**src/include/legalizer_macros.svh**
```systemverilog
/*
 * burst legalizer sizing
 * bus widths, AXI4 burst limits and the page geometry
 * that every legalizer block derives its widths from
 */
`ifndef LEGALIZER_MACROS_SVH
`define LEGALIZER_MACROS_SVH

// byte addresses on both AXI sides
`define LGZ_ADDR_WIDTH 32
// transfer length in bytes
`define LGZ_LEN_WIDTH 32

// data bus and the byte lanes it carries
`define LGZ_DATA_WIDTH 32
`define LGZ_STRB_WIDTH (`LGZ_DATA_WIDTH / 8)
// low address bits that select a byte within a beat
`define LGZ_OFFSET_WIDTH $clog2(`LGZ_STRB_WIDTH)

// AXI4 incremental bursts: 256 beats, never across 4 KiB
`define LGZ_MAX_BEATS 256
`define LGZ_PAGE_LIMIT 4096

// page is whichever limit bites first
`define LGZ_PAGE_SIZE ((`LGZ_MAX_BEATS * `LGZ_STRB_WIDTH > `LGZ_PAGE_LIMIT) ? \
    `LGZ_PAGE_LIMIT : (`LGZ_MAX_BEATS * `LGZ_STRB_WIDTH))
`define LGZ_PAGE_ADDR_WIDTH $clog2(`LGZ_PAGE_SIZE)

// max log2 burst length option, 0 to 7
`define LGZ_LLEN_WIDTH 3

`endif

```
**src/hw/legalizer_pkg.sv**
```systemverilog
/*
 * burst legalizer types
 * request, option, per-side state and burst descriptors
 * shared by the legalizer blocks and the testbench
 */
`include "legalizer_macros.svh"

package legalizer_pkg;

    // byte count from zero up to one full page, hence the extra bit
    typedef logic [`LGZ_PAGE_ADDR_WIDTH:0] page_len_t;

    // ------------------------------
    // request side
    // ------------------------------
    // per-transfer options, sampled when the request is taken
    typedef struct packed {
        logic                       decouple_rw;
        // src (read) page reduction
        logic                       src_reduce_len;
        logic [`LGZ_LLEN_WIDTH-1:0] src_max_llen;
        // dst (write) page reduction
        logic                       dst_reduce_len;
        logic [`LGZ_LLEN_WIDTH-1:0] dst_max_llen;
    } xfer_opt_t;

    // one generic 1D transfer
    typedef struct packed {
        logic [`LGZ_LEN_WIDTH-1:0]  length;
        logic [`LGZ_ADDR_WIDTH-1:0] src_addr;
        logic [`LGZ_ADDR_WIDTH-1:0] dst_addr;
        xfer_opt_t                  opt;
    } xfer_req_t;

    // ------------------------------
    // per side
    // ------------------------------
    // what is left of the transfer on one side
    typedef struct packed {
        logic [`LGZ_LEN_WIDTH-1:0]  length;
        logic [`LGZ_ADDR_WIDTH-1:0] addr;
        logic                       valid;
    } side_state_t;

    // AR or AW burst: beat-aligned address, AXI len is beats minus one
    typedef struct packed {
        logic [`LGZ_ADDR_WIDTH-1:0]         addr;
        logic [$clog2(`LGZ_MAX_BEATS)-1:0] len;
    } burst_req_t;

endpackage

```
**src/hw/page_boundary.sv**
```systemverilog
/*
 * page boundary check
 * distance in bytes from the current address of one side
 * to the end of its page; the page may be shrunk per
 * request by the reduce_len and max_llen options
 */
`timescale 1ns/100ps
`include "legalizer_macros.svh"

module page_boundary import legalizer_pkg::*; (
    input  logic [`LGZ_ADDR_WIDTH-1:0] addr_i,
    input  logic                       reduce_len_i,
    input  logic [`LGZ_LLEN_WIDTH-1:0] max_llen_i,
    output page_len_t                  bytes_to_pb_o
);

    // room for offset width plus 8 before the cap
    logic [4:0]                      raw_width;
    logic [3:0]                      page_addr_width;
    page_len_t                       page_size;
    logic [`LGZ_PAGE_ADDR_WIDTH-1:0] page_offset;

    // ------------------------------
    // effective page width
    // ------------------------------
    always_comb begin
        // beats per page as log2, either the option or the full 256
        raw_width = 5'(`LGZ_OFFSET_WIDTH) + (reduce_len_i ? 5'(max_llen_i) : 5'd8);
        // never past the protocol page
        if (raw_width > 5'(`LGZ_PAGE_ADDR_WIDTH)) begin
            page_addr_width = 4'(`LGZ_PAGE_ADDR_WIDTH);
        end else begin
            page_addr_width = raw_width[3:0];
        end
    end

    // page size in bytes
    assign page_size = page_len_t'(1) << page_addr_width;

    // ------------------------------
    // offset within the page
    // ------------------------------
    // variable-width slice of the address, done bit by bit
    always_comb begin
        page_offset = '0;
        for (int i = 0; i < `LGZ_PAGE_ADDR_WIDTH; i++) begin
            // bits above the effective width belong to the page number
            page_offset[i] = (page_addr_width > i) ? addr_i[i] : 1'b0;
        end
    end

    // bytes still fitting before the boundary, a full page when aligned
    assign bytes_to_pb_o = page_size - page_len_t'(page_offset);

endmodule

```
**src/hw/burst_chopper.sv**
```systemverilog
/*
 * burst chopper
 * holds the remaining part of a transfer for one side and
 * cuts the next burst from it, limited by the bytes that
 * fit before the page boundary; one burst per advance
 */
`timescale 1ns/100ps
`include "legalizer_macros.svh"

module burst_chopper import legalizer_pkg::*; (
    input  logic                       clk_i,
    input  logic                       rst_i,
    // new transfer for this side
    input  logic                       load_i,
    input  logic [`LGZ_ADDR_WIDTH-1:0] load_addr_i,
    input  logic [`LGZ_LEN_WIDTH-1:0]  load_len_i,
    // step to the next burst
    input  logic                       advance_i,
    input  logic                       kill_i,
    // bytes allowed in this burst
    input  page_len_t                  bytes_possible_i,
    output logic [`LGZ_ADDR_WIDTH-1:0] state_addr_o,
    output logic                       busy_o,
    output logic                       done_o,
    output burst_req_t                 burst_o
);

    side_state_t                      state_d;
    side_state_t                      state_q;
    // bytes carried by the burst now on offer
    page_len_t                        num_bytes;
    logic [`LGZ_OFFSET_WIDTH-1:0]     addr_offset;
    // last byte of the burst counted from the beat-aligned address
    page_len_t                        beat_span;

    // ------------------------------
    // next state
    // ------------------------------
    always_comb begin
        state_d = state_q;
        done_o  = 1'b0;

        if (state_q.length > bytes_possible_i) begin
            // more left than the page allows, cut here
            num_bytes     = bytes_possible_i;
            state_d.length = state_q.length - bytes_possible_i;
            state_d.addr   = state_q.addr + num_bytes;
        end else begin
            // remainder fits, this is the final burst
            // an empty side lands here too and so reads as done
            num_bytes     = state_q.length[`LGZ_PAGE_ADDR_WIDTH:0];
            state_d.valid = 1'b0;
            done_o        = 1'b1;
        end

        // kill drops whatever is left
        if (kill_i) begin
            state_d = '0;
            done_o  = 1'b1;
        end

        // a fresh transfer wins over kill
        if (load_i) begin
            state_d.length = load_len_i;
            state_d.addr   = load_addr_i;
            state_d.valid  = 1'b1;
        end
    end

    // ------------------------------
    // state register
    // ------------------------------
    always_ff @(posedge clk_i) begin
        if (rst_i) begin
            state_q <= '0;
        end else if (advance_i || load_i) begin
            // frozen while stalled or flushed
            state_q <= state_d;
        end
    end

    // ------------------------------
    // burst output
    // ------------------------------
    assign addr_offset = state_q.addr[`LGZ_OFFSET_WIDTH-1:0];

    // partial first beat counts as a whole beat
    assign beat_span = num_bytes + page_len_t'(addr_offset) - page_len_t'(1);

    // address with the byte lanes cleared
    assign burst_o.addr = {state_q.addr[`LGZ_ADDR_WIDTH-1:`LGZ_OFFSET_WIDTH],
                           {`LGZ_OFFSET_WIDTH{1'b0}}};
    // AXI len, beats minus one
    assign burst_o.len  = beat_span[`LGZ_OFFSET_WIDTH +: $clog2(`LGZ_MAX_BEATS)];

    assign state_addr_o = state_q.addr;
    assign busy_o       = state_q.valid;

endmodule

```
**src/hw/legalizer_control.sv**
```systemverilog
/*
 * legalizer control
 * option register, read/write coupling, flow control
 * and acceptance of the next 1D transfer
 */
`timescale 1ns/100ps

module legalizer_control import legalizer_pkg::*; (
    input  logic      clk_i,
    input  logic      rst_i,
    // 1D request
    input  xfer_req_t req_i,
    input  logic      valid_i,
    output logic      ready_o,
    // burst consumers
    input  logic      r_ready_i,
    input  logic      w_ready_i,
    input  logic      flush_i,
    input  logic      kill_i,
    // chopper status
    input  logic      r_done_i,
    input  logic      w_done_i,
    input  logic      r_busy_i,
    input  logic      w_busy_i,
    // page boundary distance per side
    input  page_len_t r_bytes_to_pb_i,
    input  page_len_t w_bytes_to_pb_i,
    output xfer_opt_t opt_o,
    output page_len_t r_bytes_possible_o,
    output page_len_t w_bytes_possible_o,
    output logic      load_o,
    output logic      r_advance_o,
    output logic      w_advance_o,
    output logic      r_valid_o,
    output logic      w_valid_o
);

    xfer_opt_t opt_q;
    page_len_t c_bytes_to_pb;

    // ------------------------------
    // request acceptance
    // ------------------------------
    // next transfer only once both sides are on their final burst
    assign ready_o = r_done_i & w_done_i & r_ready_i & w_ready_i & !flush_i;
    assign load_o  = ready_o & valid_i;

    // options live as long as the transfer
    always_ff @(posedge clk_i) begin
        if (rst_i) begin
            opt_q <= '0;
        end else if (load_o) begin
            opt_q <= req_i.opt;
        end
    end

    assign opt_o = opt_q;

    // ------------------------------
    // coupling
    // ------------------------------
    // coupled sides cut at whichever boundary comes first
    assign c_bytes_to_pb = (r_bytes_to_pb_i > w_bytes_to_pb_i) ? w_bytes_to_pb_i
                                                               : r_bytes_to_pb_i;

    assign r_bytes_possible_o = opt_q.decouple_rw ? r_bytes_to_pb_i : c_bytes_to_pb;
    assign w_bytes_possible_o = opt_q.decouple_rw ? w_bytes_to_pb_i : c_bytes_to_pb;

    // ------------------------------
    // flow control
    // ------------------------------
    always_comb begin
        if (opt_q.decouple_rw) begin
            // each side runs on its own ready
            r_advance_o = (r_ready_i & !flush_i) | kill_i;
            w_advance_o = (w_ready_i & !flush_i) | kill_i;
            r_valid_o   = r_busy_i & r_ready_i & !flush_i;
            w_valid_o   = w_busy_i & w_ready_i & !flush_i;
        end else begin
            // lock step, both readies needed
            r_advance_o = (r_ready_i & w_ready_i & !flush_i) | kill_i;
            w_advance_o = (r_ready_i & w_ready_i & !flush_i) | kill_i;
            r_valid_o   = r_busy_i & r_ready_i & w_ready_i & !flush_i;
            w_valid_o   = w_busy_i & r_ready_i & w_ready_i & !flush_i;
        end
    end

endmodule

```
**src/hw/burst_legalizer.sv**
```systemverilog
/*
 * AXI4 burst legalizer
 * splits one 1D transfer into read and write bursts that
 * stay within a page, coupled or decoupled per request
 */
`timescale 1ns/100ps
`include "legalizer_macros.svh"

module burst_legalizer import legalizer_pkg::*; (
    input  logic       clk_i,
    input  logic       rst_i,
    // 1D transfer in
    input  xfer_req_t  req_i,
    input  logic       valid_i,
    output logic       ready_o,
    // read bursts
    output burst_req_t r_req_o,
    output logic       r_valid_o,
    input  logic       r_ready_i,
    // write bursts
    output burst_req_t w_req_o,
    output logic       w_valid_o,
    input  logic       w_ready_i,
    output logic       w_last_o,
    // control
    input  logic       flush_i,
    input  logic       kill_i,
    output logic       r_busy_o,
    output logic       w_busy_o
);

    xfer_opt_t                  opt_q;
    logic [`LGZ_ADDR_WIDTH-1:0] r_addr;
    logic [`LGZ_ADDR_WIDTH-1:0] w_addr;
    page_len_t                  r_bytes_to_pb;
    page_len_t                  w_bytes_to_pb;
    page_len_t                  r_bytes_possible;
    page_len_t                  w_bytes_possible;
    logic                       r_done;
    logic                       w_done;
    logic                       load;
    logic                       r_advance;
    logic                       w_advance;

    // ------------------------------
    // control
    // ------------------------------
    legalizer_control u_ctrl (
        .clk_i              (clk_i),
        .rst_i              (rst_i),
        .req_i              (req_i),
        .valid_i            (valid_i),
        .ready_o            (ready_o),
        .r_ready_i          (r_ready_i),
        .w_ready_i          (w_ready_i),
        .flush_i            (flush_i),
        .kill_i             (kill_i),
        .r_done_i           (r_done),
        .w_done_i           (w_done),
        .r_busy_i           (r_busy_o),
        .w_busy_i           (w_busy_o),
        .r_bytes_to_pb_i    (r_bytes_to_pb),
        .w_bytes_to_pb_i    (w_bytes_to_pb),
        .opt_o              (opt_q),
        .r_bytes_possible_o (r_bytes_possible),
        .w_bytes_possible_o (w_bytes_possible),
        .load_o             (load),
        .r_advance_o        (r_advance),
        .w_advance_o        (w_advance),
        .r_valid_o          (r_valid_o),
        .w_valid_o          (w_valid_o)
    );

    // ------------------------------
    // read side (source)
    // ------------------------------
    page_boundary u_r_pb (
        .addr_i        (r_addr),
        .reduce_len_i  (opt_q.src_reduce_len),
        .max_llen_i    (opt_q.src_max_llen),
        .bytes_to_pb_o (r_bytes_to_pb)
    );

    burst_chopper u_r_chop (
        .clk_i            (clk_i),
        .rst_i            (rst_i),
        .load_i           (load),
        .load_addr_i      (req_i.src_addr),
        .load_len_i       (req_i.length),
        .advance_i        (r_advance),
        .kill_i           (kill_i),
        .bytes_possible_i (r_bytes_possible),
        .state_addr_o     (r_addr),
        .busy_o           (r_busy_o),
        .done_o           (r_done),
        .burst_o          (r_req_o)
    );

    // ------------------------------
    // write side (destination)
    // ------------------------------
    page_boundary u_w_pb (
        .addr_i        (w_addr),
        .reduce_len_i  (opt_q.dst_reduce_len),
        .max_llen_i    (opt_q.dst_max_llen),
        .bytes_to_pb_o (w_bytes_to_pb)
    );

    burst_chopper u_w_chop (
        .clk_i            (clk_i),
        .rst_i            (rst_i),
        .load_i           (load),
        .load_addr_i      (req_i.dst_addr),
        .load_len_i       (req_i.length),
        .advance_i        (w_advance),
        .kill_i           (kill_i),
        .bytes_possible_i (w_bytes_possible),
        .state_addr_o     (w_addr),
        .busy_o           (w_busy_o),
        .done_o           (w_done),
        .burst_o          (w_req_o)
    );

    // final write burst of the transfer
    assign w_last_o = w_done;

endmodule

```
**config.mk**
```make
export PLATFORM = sky130hd
export DESIGN_NAME = burst_legalizer
export DESIGN_NICKNAME = d
export VERILOG_FILES = /design/src/hw/legalizer_pkg.sv /design/src/hw/page_boundary.sv /design/src/hw/burst_chopper.sv /design/src/hw/legalizer_control.sv /design/src/hw/burst_legalizer.sv
export VERILOG_INCLUDE_DIRS = /design/src /design/src/include
export SDC_FILE = /design/constraint.sdc
export NUM_CORES = 1
export LEC_CHECK = 0
export ABC_AREA = 0
export BUFFER_PORTS_ARGS = -buffer_cell sky130_fd_sc_hd__buf_2
export CORE_ASPECT_RATIO = 0.75
export CORE_MARGIN = 4
export CORE_UTILIZATION = 33
export CTS_BUF_LIST = sky130_fd_sc_hd__clkbuf_8
export DETAILED_ROUTE_END_ITERATION = 10
export MAX_ROUTING_LAYER = met4
export SLEW_MARGIN = 25
export SYNTH_ARGS = -nofsm -noshare
export SYNTH_HDL_FRONTEND = slang
export SYNTH_SLANG_ARGS = --single-unit
```
**constraint.sdc**
```tcl
create_clock -name clk_i -period 11.19 [get_ports clk_i]
set_clock_uncertainty 0.2 [all_clocks]
set_input_delay 0 -clock clk_i [delete_from_list [all_inputs] [get_ports clk_i]]
set_output_delay 0 -clock clk_i [all_outputs]
set_load 0.005 [all_outputs]
```
==> results.sh <==
export IMPL_status="completed"
export IMPL_crit_path_frequent_cell="a21oi_1"
export IMPL_start_util_pct=33.7
export IMPL_grt_busiest_layer="met2"
export IMPL_path_buf_inv=4
export IMPL_antenna_found_initial=0
export IMPL_ys_ff_latch=139
export IMPL_ant_nets=0
export IMPL_drive_above_1_share_pct=15.3
export IMPL_crit_required_ns=10.99
export IMPL_crit_type="reg2out"
export IMPL_fp_dieW_um=237
export IMPL_nFillCells=4002
export IMPL_grt_first_pass_wirelength_mm=74.5
export IMPL_rsz0062_at_grt="false"
export IMPL_drt_iter0_drc=1142
export IMPL_synth_largest_area_cell="dfxtp_1"
export IMPL_tritoncts="yes"
export IMPL_maxCapViolCount=0
export IMPL_yosys_warnings=0
export IMPL_critPathArrivalTime_ns=9.96
export IMPL_core_area_sq_um=38600
export IMPL_yosys_top_cells_area="dfxtp_1 21%, ha_1 8.9%, a21oi_1 8.3%"
export IMPL_row_count=62
export IMPL_crit_family="compound AO/OA/AOI/OAI gates"
export IMPL_grt_max_degree=79
export IMPL_vias=14140
export IMPL_end_kind="output port"
export IMPL_startpoint_type="flop"
export IMPL_grtUsageMet1_pct=30.8
export IMPL_track_usage_pct=22.2
export IMPL_grt_pass1_vias=13302
export IMPL_syn_inst=1744
export IMPL_io_pin_count=198
export IMPL_path_clk_slew_ns=0.08
export IMPL_overflow=0
export IMPL_syn_area_sq_um=13000
export IMPL_synth_area_per_cell_sq_um=7.47
export IMPL_hold_violations=0
export IMPL_ys_seq_area_share_pct=21.4
export IMPL_antennaDiodeCount=0
export IMPL_critical_path_max_stage_delay_ns=0.67
export IMPL_cts_buffers=17
export IMPL_post_cts_resized=0
export IMPL_worstMarginPinSlew_ns=0.896
export IMPL_clock_path_buffers=2
export IMPL_area_growth_pct=20.6
export IMPL_wire_per_inst_um=19.5
export IMPL_dieHeight_um=180
export IMPL_globalplace_congestion=0.923
export IMPL_ys_flop_type="dfxtp_1"
export IMPL_setup_violations=0
export IMPL_post_synth_top_count_cell="a21oi_1"
export IMPL_cts_hold_buf=140
export IMPL_cts_root_buffer="clkbuf_8"
export IMPL_io_buffer_count=193
export IMPL_use_met3_pct=4.53
export IMPL_routed_via_density=5.71
export IMPL_hp_class="in2reg"
export IMPL_async_reset_ff_share_pct=0
export IMPL_synth_top_area_share_pct=21.4
export IMPL_dp_hpwl_mm=34.6
export IMPL_cts_sinks=139
export IMPL_finalSetupTns_ns=0
export IMPL_period_share_pct=90.8
export IMPL_routed_wl_mm=48.2
export IMPL_drc=0
export IMPL_synth_cell_type_count=84
export IMPL_synth_edff_count=0
export IMPL_clkLatencyLatePin_ns=0.50
export IMPL_period_needed_ns=10.16
export IMPL_max_slew_margin_pct=38.7
export IMPL_finalNetCount=2169
export IMPL_grt_use_met2_pct=33.1
export IMPL_die_area_sq_um=42700
export IMPL_max_freq_mhz=98.5
export IMPL_report_final_slew_viol_count=0
export IMPL_htreeDepth=4
export IMPL_first_pass_iters=6
export IMPL_synth_common_cells="215 x a21oi_1, 150 x nor2_1, 139 x dfxtp_1"
export IMPL_slowest_stage="a21oi_2"
export IMPL_cp_max_fo=17
export IMPL_cts_setup_buffers=0
## placed cells by master (no fill, tap or decap), drive strengths merged, types with 22 or more instances in the layout
cell type / netlist / final
and3: 24 / 24
a221oi: 25 / 25
o21ai: 66 / 66
nor2: 151 / 151
buf: 115 / 210
a21o: 38 / 38
xor2: 24 / 24
dlygate4sd3: 0 / 140
nand3: 45 / 45
mux2: 22 / 22
a211oi: 47 / 47
o21a: 22 / 22
a31oi: 27 / 27
nand2: 108 / 108
dfxtp: 139 / 139
a21oi: 217 / 217
nor3: 103 / 103
inv: 93 / 94
ha: 93 / 93
xnor2: 48 / 48
## metal layers
metal	vias up	wire length, um	share of wire [%]
li1	6784	-	-
met1	6670	22500	47
met2	606	21100	44
met3	80	3490	7.2
met4	0	1160	2.4
met5	-	0	0
## worst min-delay path: stages
cell and delay, ns:
buf_2 0.09, o211ai_1 0.19, nor2_1 0.23, or3_1 0.13, a21oi_1 0.05
## flip-flops by register name, summed over array words and instances, names as in the netlist
| register | cells |
|---|---|
| u_ctrl.opt_o | 9 |
| u_w_chop.state_q | 32 |
| u_r_chop.state_addr_o | 32 |
| u_r_chop.busy_o | 1 |
| u_r_chop.state_q | 32 |
| u_w_chop.busy_o | 1 |
| u_w_chop.state_addr_o | 32 |
## final cells by class
class / instances / area (sq um) / area share (%)
Tap cell: 512 / 641 / 4.08
Timing Repair Buffer: 350 / 2510 / 16.0
Clock buffer: 20 / 275 / 1.75
Multi-Input combinational cell: 1355 / 9000 / 57.3
Clock inverter: 9 / 146 / 0.932
Sequential cell: 139 / 2780 / 17.7
Inverter: 93 / 349 / 2.22
## per-stage QoR
stage / hold WS [ns] / instance area [sq um] / std cells / setup slack (ns) / utilization [%]
floorplan: -0.112 / 13000 / 1747 / 2.75 / -
global placement: 0.0450 / 13900 / 2308 / 1.87 / 35.9
detailed placement: 0.0482 / 13900 / 2309 / 1.70 / 35.9
CTS: 0.00684 / 15700 / 2478 / 1.08 / 40.6
global route: 0.0475 / 15700 / 2478 / 0.116 / 40.7
finish: 0.0488 / 15700 / 2478 / 1.03 / 40.7
## final timing paths
check                   from                       end  slack [ns]  depth (start not counted)
max          u_ctrl.opt_o[3]                w_req_o[7]        1.03                         42
min reg2reg  u_ctrl.opt_o[2]           u_ctrl.opt_o[2]        0.27                          2
min                r_ready_i           u_w_chop.busy_o        0.05                          5
max reg2reg  u_ctrl.opt_o[3]  u_r_chop.state_addr_o[7]        1.47                         34
## kinds of logic (layout without fill, tap and decap cells)
family | count (synthesis) | count (layout) | share of synthesized area [%]
buffers and inverters | 253 | 472 | 9.92
AND/OR/NAND/NOR | 568 | 568 | 21.7
adder cells (fa/ha/maj) | 101 | 101 | 10.2
multiplexers | 32 | 32 | 2.67
other | 1 | 4 | 0.0288
AO/OA/AOI/OAI | 578 | 578 | 29.3
XOR/XNOR | 72 | 72 | 4.84
flip-flops | 139 | 139 | 21.4
Power is not shown: default switching activity piles up to over one toggle a cycle in this logic, so the estimate is an artifact.
